**config.mk**
```make
export PLATFORM = sky130hd
export DESIGN_NAME = riscv_fetch
export DESIGN_NICKNAME = d
export VERILOG_FILES = /design/src/common/rv_isa_pkg.sv /design/src/common/rv_pipe_pkg.sv /design/src/design/riscv_fetch.sv
export SDC_FILE = /design/constraint.sdc
export NUM_CORES = 1
export LEC_CHECK = 0
export ABC_CLOCK_PERIOD_IN_PS = 4500
export BUFFER_PORTS_ARGS = -buffer_cell sky130_fd_sc_hd__buf_2
export CAP_MARGIN = 25
export CORE_MARGIN = 2
export CORE_UTILIZATION = 49
export DETAILED_ROUTE_END_ITERATION = 10
export PLACE_DENSITY = 0.9
export SLEW_MARGIN = 5
export SYNTH_ARGS = -nofsm -noshare
export SYNTH_HDL_FRONTEND = slang
export SYNTH_SLANG_ARGS = --single-unit
export TNS_END_PERCENT = 5
```
**constraint.sdc**
```tcl
create_clock -name i_clk -period 4.5 [get_ports i_clk]
set_input_delay 0.45 -clock i_clk [delete_from_list [all_inputs] [get_ports i_clk]]
set_output_delay 0.45 -clock i_clk [all_outputs]
set_load 0.02 [all_outputs]
```
**src/common/rv_isa_pkg.sv**
```systemverilog
package rv_isa_pkg;

  localparam int REG_ADDR_W = 5;

  // major opcodes kept by this core
  typedef enum logic [6:0] {
    OPC_OP     = 7'b0110011,
    OPC_OP_IMM = 7'b0010011,
    OPC_LUI    = 7'b0110111,
    OPC_JAL    = 7'b1101111,
    OPC_BRANCH = 7'b1100011
  } opcode_e;

  // funct3 for OP and OP-IMM
  localparam logic [2:0] F3_ADD_SUB = 3'b000;
  localparam logic [2:0] F3_SLL     = 3'b001;
  localparam logic [2:0] F3_SLT     = 3'b010;
  localparam logic [2:0] F3_SLTU    = 3'b011;
  localparam logic [2:0] F3_XOR     = 3'b100;
  localparam logic [2:0] F3_SRL_SRA = 3'b101;
  localparam logic [2:0] F3_OR      = 3'b110;
  localparam logic [2:0] F3_AND     = 3'b111;

  // funct3 for BRANCH
  localparam logic [2:0] F3_BEQ = 3'b000;
  localparam logic [2:0] F3_BNE = 3'b001;

  typedef enum logic [3:0] {
    ALU_ADD    = 4'd0,
    ALU_SUB    = 4'd1,
    ALU_SLL    = 4'd2,
    ALU_SLT    = 4'd3,
    ALU_SLTU   = 4'd4,
    ALU_XOR    = 4'd5,
    ALU_SRL    = 4'd6,
    ALU_SRA    = 4'd7,
    ALU_OR     = 4'd8,
    ALU_AND    = 4'd9,
    ALU_PASS_B = 4'd10  // lui
  } alu_op_e;

  // R-type view of a 32-bit instruction word
  typedef struct packed {
    logic [6:0]            funct7;
    logic [REG_ADDR_W-1:0] rs2;
    logic [REG_ADDR_W-1:0] rs1;
    logic [2:0]            funct3;
    logic [REG_ADDR_W-1:0] rd;
    logic [6:0]            opcode;
  } instr_fields_t;

endpackage

```
**src/common/rv_pipe_pkg.sv**
```systemverilog
package rv_pipe_pkg;

  localparam int XLEN = 64;

  // fetch -> decode
  typedef struct packed {
    logic            valid;
    logic [XLEN-1:0] pc;
    logic [31:0]     instr;
  } fd_t;

  // decode -> execute
  typedef struct packed {
    logic                              valid;
    logic [XLEN-1:0]                   pc;
    logic [rv_isa_pkg::REG_ADDR_W-1:0] rs1_addr;
    logic [rv_isa_pkg::REG_ADDR_W-1:0] rs2_addr;
    logic [XLEN-1:0]                   rs1_data;
    logic [XLEN-1:0]                   rs2_data;
    logic [rv_isa_pkg::REG_ADDR_W-1:0] rd;
    logic                              wen;
    logic [XLEN-1:0]                   imm;
    logic                              a_sel_pc;   // operand a from pc
    logic                              b_sel_imm;  // operand b from imm
    rv_isa_pkg::alu_op_e               alu_op;
    logic                              jump;
    logic                              branch;
    logic                              branch_ne;
  } de_t;

  // execute -> writeback
  typedef struct packed {
    logic                              valid;
    logic [XLEN-1:0]                   pc;
    logic [rv_isa_pkg::REG_ADDR_W-1:0] rd;
    logic                              wen;
    logic [XLEN-1:0]                   result;
  } ew_t;

  typedef struct packed {
    logic [XLEN-1:0]                   pc;
    logic [rv_isa_pkg::REG_ADDR_W-1:0] rd;
    logic                              wen;
    logic [XLEN-1:0]                   data;
  } retire_t;

endpackage

```
**src/design/riscv_fetch.sv**
```systemverilog
`timescale 1ns/1ps

module riscv_fetch #(
  parameter logic [rv_pipe_pkg::XLEN-1:0] RESET_PC = '0
) (
  input  logic                          i_clk,
  input  logic                          i_reset,
  input  logic                          i_imem_ready,
  input  logic [31:0]                   i_imem_data,
  input  logic                          i_redirect,
  input  logic [rv_pipe_pkg::XLEN-1:0]  i_redirect_pc,
  output logic [rv_pipe_pkg::XLEN-1:0]  o_pc,
  output rv_pipe_pkg::fd_t              o_fd
);

  logic [rv_pipe_pkg::XLEN-1:0] pc;

  always_ff @(posedge i_clk) begin
    if (i_reset) begin
      pc <= RESET_PC;
    end else if (i_redirect) begin
      pc <= i_redirect_pc;  // branch / jump from execute wins
    end else if (i_imem_ready) begin
      pc <= pc + rv_pipe_pkg::XLEN'(4);
    end
  end

  assign o_pc = pc;

  // wrong-path fetch is dropped while execute redirects
  always_comb begin
    o_fd.valid = i_imem_ready & ~i_redirect;
    o_fd.pc    = pc;
    o_fd.instr = i_imem_data;
  end

endmodule

```
Word level (Yosys, flattened, before mapping)
Cells that the tools add are included.
{"block": "word_totals", "register_bits": 64, "output_inout_bits": 161}
{"block": "op_classes", "addsub": 1, "n_mux": 2, "n_bitwise": 2, "reduce_logical": 1}
{"op": "64-bit two-way mux", "n": 2}
{"op": "64-bit by 3-bit adder with 64-bit output, second input constant", "n": 1}
{"op": "2-bit nonzero test", "n": 1}
{"op": "1-bit AND", "n": 1}
{"op": "1-bit NOT", "n": 1}

Depth between registers and ports, before layout
{"block": "depth", "word_depth": 3, "ltp_mapped": 8}

Worst setup path after synthesis
OpenSTA, ideal clock, no wires.
{"block": "synth_path", "kind": "reg2reg", "from": "register pc (netlist bit o_pc[2])", "to": "register pc (netlist bit o_pc[62])", "setup_ns": 0.091, "arrival_time_ns": 2.512, "required_ns": 4.409, "slack_ns": 1.897, "stages_incl_launch_ff": 9, "path_buffers": 2, "synth_period_minus_slack_ns": 2.603, "path_cell_list": "dfxtp_1 -> ha_1 -> and2_1 -> clkbuf_1 -> nand2_1 -> or4_1 -> buf_2 -> or4_1 -> a311oi_1"}
{"block": "synth_between", "elab_chain_cells": 3}
{"item": "from (decl)", "line_no": "riscv_fetch.sv:16", "rtl": "logic [rv_pipe_pkg::XLEN-1:0] pc;"}
{"item": "from (signal assigned)", "line_no": "riscv_fetch.sv:22", "rtl": "pc <= i_redirect_pc;"}
{"item": "from (signal assigned)", "line_no": "riscv_fetch.sv:24", "rtl": "pc <= pc + rv_pipe_pkg::XLEN'(4);"}
{"item": "64-bit by 3-bit adder with 64-bit output", "line_no": "riscv_fetch.sv:24"}
{"item": "64-bit two-way mux", "line_no": "riscv_fetch.sv:23", "rtl": "end else if (i_imem_ready) begin"}
{"item": "64-bit two-way mux", "line_no": "riscv_fetch.sv:21", "rtl": "end else if (i_redirect) begin"}
Every way passes these cells. The select of a mux whose other input is x is not followed.
A chain may end at the register's enable or synchronous reset.

Worst setup path in the final report
{"block": "layout_path", "from": "register pc (netlist bit o_pc[4])", "to": "register pc (netlist bit o_pc[62])"}
Same word-level chain as after synthesis.

==> flow_metrics.tcl <==
set metrics [dict create \
    pwr_density_cell_nw_per_um2 296 \
    synth.net_count 710 \
    start_kind "register" \
    reg2reg_to "o_pc[62]" \
    slew_headroom_pct 42.1 \
    diodes 0 \
    die-area_um2 10300 \
    synth.most_common_cell "buf_4" \
    cts_tree "yes" \
    wl_mm 13.2 \
    antenna_found_initial 0 \
    period_needed_ns 2.75 \
    htreeDepth 3 \
    row_count 35 \
    worst_pin_slew_ns 0.860 \
    ant_nets 0 \
    grt_pass1_vias 4188 \
    largest_reg_flops 64 \
    drive_above_1_share_pct 32.3 \
    dp_hpwl_mm 9.75 \
    holdBufCountCts 0 \
    worstPathMaxFanout 19 \
    numClockSinks 64 \
    crit_chain "and4_1 > nand4_4 > or4_1 > or4_1 > a311oi_1" \
    via_per_inst 5.77 \
    cts_buffers 9 \
    hold_start "i_redirect_pc[0]" \
    final.setup.tns_ns 0 \
    synthesis.area_um2 4670 \
    ys_seq_area_share_pct 27.4 \
    crit_path_max_incr_delay_ns 0.73 \
    clock-root-buffer "clkbuf_8" \
    rr_startpoint "o_pc[4]" \
    critPathSlowestCell "or4_1" \
    hold_path_depth 3 \
    cp-end-kind "register" \
    io_pins 261 \
    grt_usage_pct 24.5 \
    ys_warn_count 0 \
    nNetsFinal 786 \
    clock_latency_ns 0.34 \
    critPathMostFrequentCell "or4_1" \
    first_iter_violations 400 \
    worst-path-buf-inv 0 \
    grt_max_degree 70 \
    synth_flop_cell "dfxtp_1" \
    required_ns 4.76 \
    synth_edf_count 0 \
    final_hold_viol_count 0 \
    setup_violations 0 \
    synth_area_leaders "dfxtp_1, buf_4, nor2_1" \
    syn_inst 609 \
    core-area_um2 9240 \
    async_flop_share_pct 0 \
    leakage_nw 2.20 \
    gr-total-overflow 0 \
    utilization_pct 56.0 \
    first_pass_iters 5 \
    status "completed" \
    port_buffers 196 \
    ys_seq_elements 64 \
    regToRegSetupSlack_ns 1.75 \
    hold-path-endpoint "o_pc[0]" \
    crit_arrival_ns 3.01 \
    die_w_um 102 \
    yosysTopAreaCell "dfxtp_1" \
    fmax_ghz 0.364 \
    yosysUniqueCellTypes 53 \
    synth_top_area_share_pct 27.4 \
    worstSetupPathType "reg2reg" \
    clock_skew_ns 0.0119 \
    synthToLayoutAreaGrowth_pct 10.9 \
    fin_crit_sh_pct 61.1 \
    max_cap_viol_count 0 \
    reg2reg_depth 5 \
    gp_congestion 0.893 \
    rsz0062_at_grt "no" \
    report.final.slew_viol_count 0 \
    wire_per_inst_um 16.2 \
    grt_pass1_wl_mm 20.4 \
    cts_setup_buffers 0 \
    synth_common_cells "buf_4, dfxtp_1, nor2_1, nand2_1, clkbuf_1" \
    drc 0 \
    path_delay_family "simple AND/OR/NAND/NOR gates" \
    ctsLongestPathBuffers 2 \
    syn_area_per_cell_um2 7.67 \
    peakVddDrop_mv 0.236 \
    n_fill_cell 922 \
    chipHeight_um 102 \
    hp-class "in2reg" \
    clk_pin_slew_ns 0.07 \
    placed_area_um2 4960 \
    stdcell_area_um2 5180 \
    start_util_pct 50.5 \
    dr_total_vias 4729 \
    ctsResizeCount 0 \
]
-- per-stage QoR --
stage	hold WS, ns	power, mW	setup WS (ns)	cells
after floorplan	0.593	0.951	1.90	609
final	0.341	1.53	1.75	819
after global routing	0.339	1.60	1.54	819
after detailed placement	0.509	0.993	1.73	803
after CTS	0.338	1.54	1.79	819
after global placement	0.493	0.988	1.79	803
-- layout make-up --
type | instances | area, um^2 | area share [%]
inverter | 13 | 48.8 | 0.942
timing repair buffer | 200 | 1010 | 19.5
sequential | 64 | 1280 | 24.7
clock buffer | 13 | 149 | 2.88
tap | 129 | 161 | 3.12
clock inverter | 3 | 65.1 | 1.26
multi-input combinational | 397 | 2460 | 47.5
-- where the power goes --
group          internal [mW]  switching (mW)
Sequential             0.604          0.0618
Clock                  0.327           0.223
Combinational          0.119           0.197
Total                   1.05           0.482
-- cell families after synthesis --
logic type | count (synthesis) | share of synthesized area (%)
fa+ha+maj | 1 | 0.268
buf+inv | 148 | 19.8
simple gates | 263 | 31.1
flops | 64 | 27.4
compound gates | 104 | 15.8
xor+xnor | 23 | 4.31
mux | 6 | 1.31
-- worst max path at each step --
| stage | to | cells past startpoint | slack (ns) | from |
|---|---|---|---|---|
| floorplan | o_pc[62] | 8 | 1.90 | o_pc[2] |
| global placement | o_pc[62] | 7 | 1.79 | i_imem_ready |
| detailed placement | o_pc[62] | 7 | 1.73 | i_imem_ready |
| CTS | o_pc[62] | 5 | 1.79 | o_pc[4] |
| global route | o_pc[62] | 6 | 1.54 | o_pc[3] |
| finish | o_pc[62] | 5 | 1.75 | o_pc[4] |
-- layer usage --
layer / global-route usage [%] / vias up / part of all wire (%)
li1: - / 2271 / -
met5: 0 / - / 0
met3: 5.59 / 52 / 7.1
met4: 9.15 / 0 / 3.0
met1: 30.6 / 2198 / 42
met2: 41.3 / 208 / 48
-- placed cells by master (no fill, tap or decap), types with 4 or more instances in the layout --
master and n:
xor2_1 5, o211ai_1 4, or3_1 11, a31oi_1 4
xnor2_1 18, a2111oi_0 9, clkbuf_8 10, dfxtp_1 64
nand3_1 23, nand3b_1 4, nand4_1 22, nor2_1 57
nor3_1 19, mux2i_1 5, and3_1 12, or4_1 6
buf_4 4, and2_1 5, a21oi_1 21, nor3b_1 11
o21ai_0 11, o21a_1 4, nor4_1 14, o221ai_1 4
buf_2 196, nand2_1 44, a311oi_1 14, nor2b_1 7
a211oi_1 17, and4_1 14, inv_1 12
-- worst min-delay path, cell delays in order --
cell and delay, ns:
buf_2 0.07, mux2i_1 0.05, nor2_1 0.07
(Power assumes the default switching activity.)
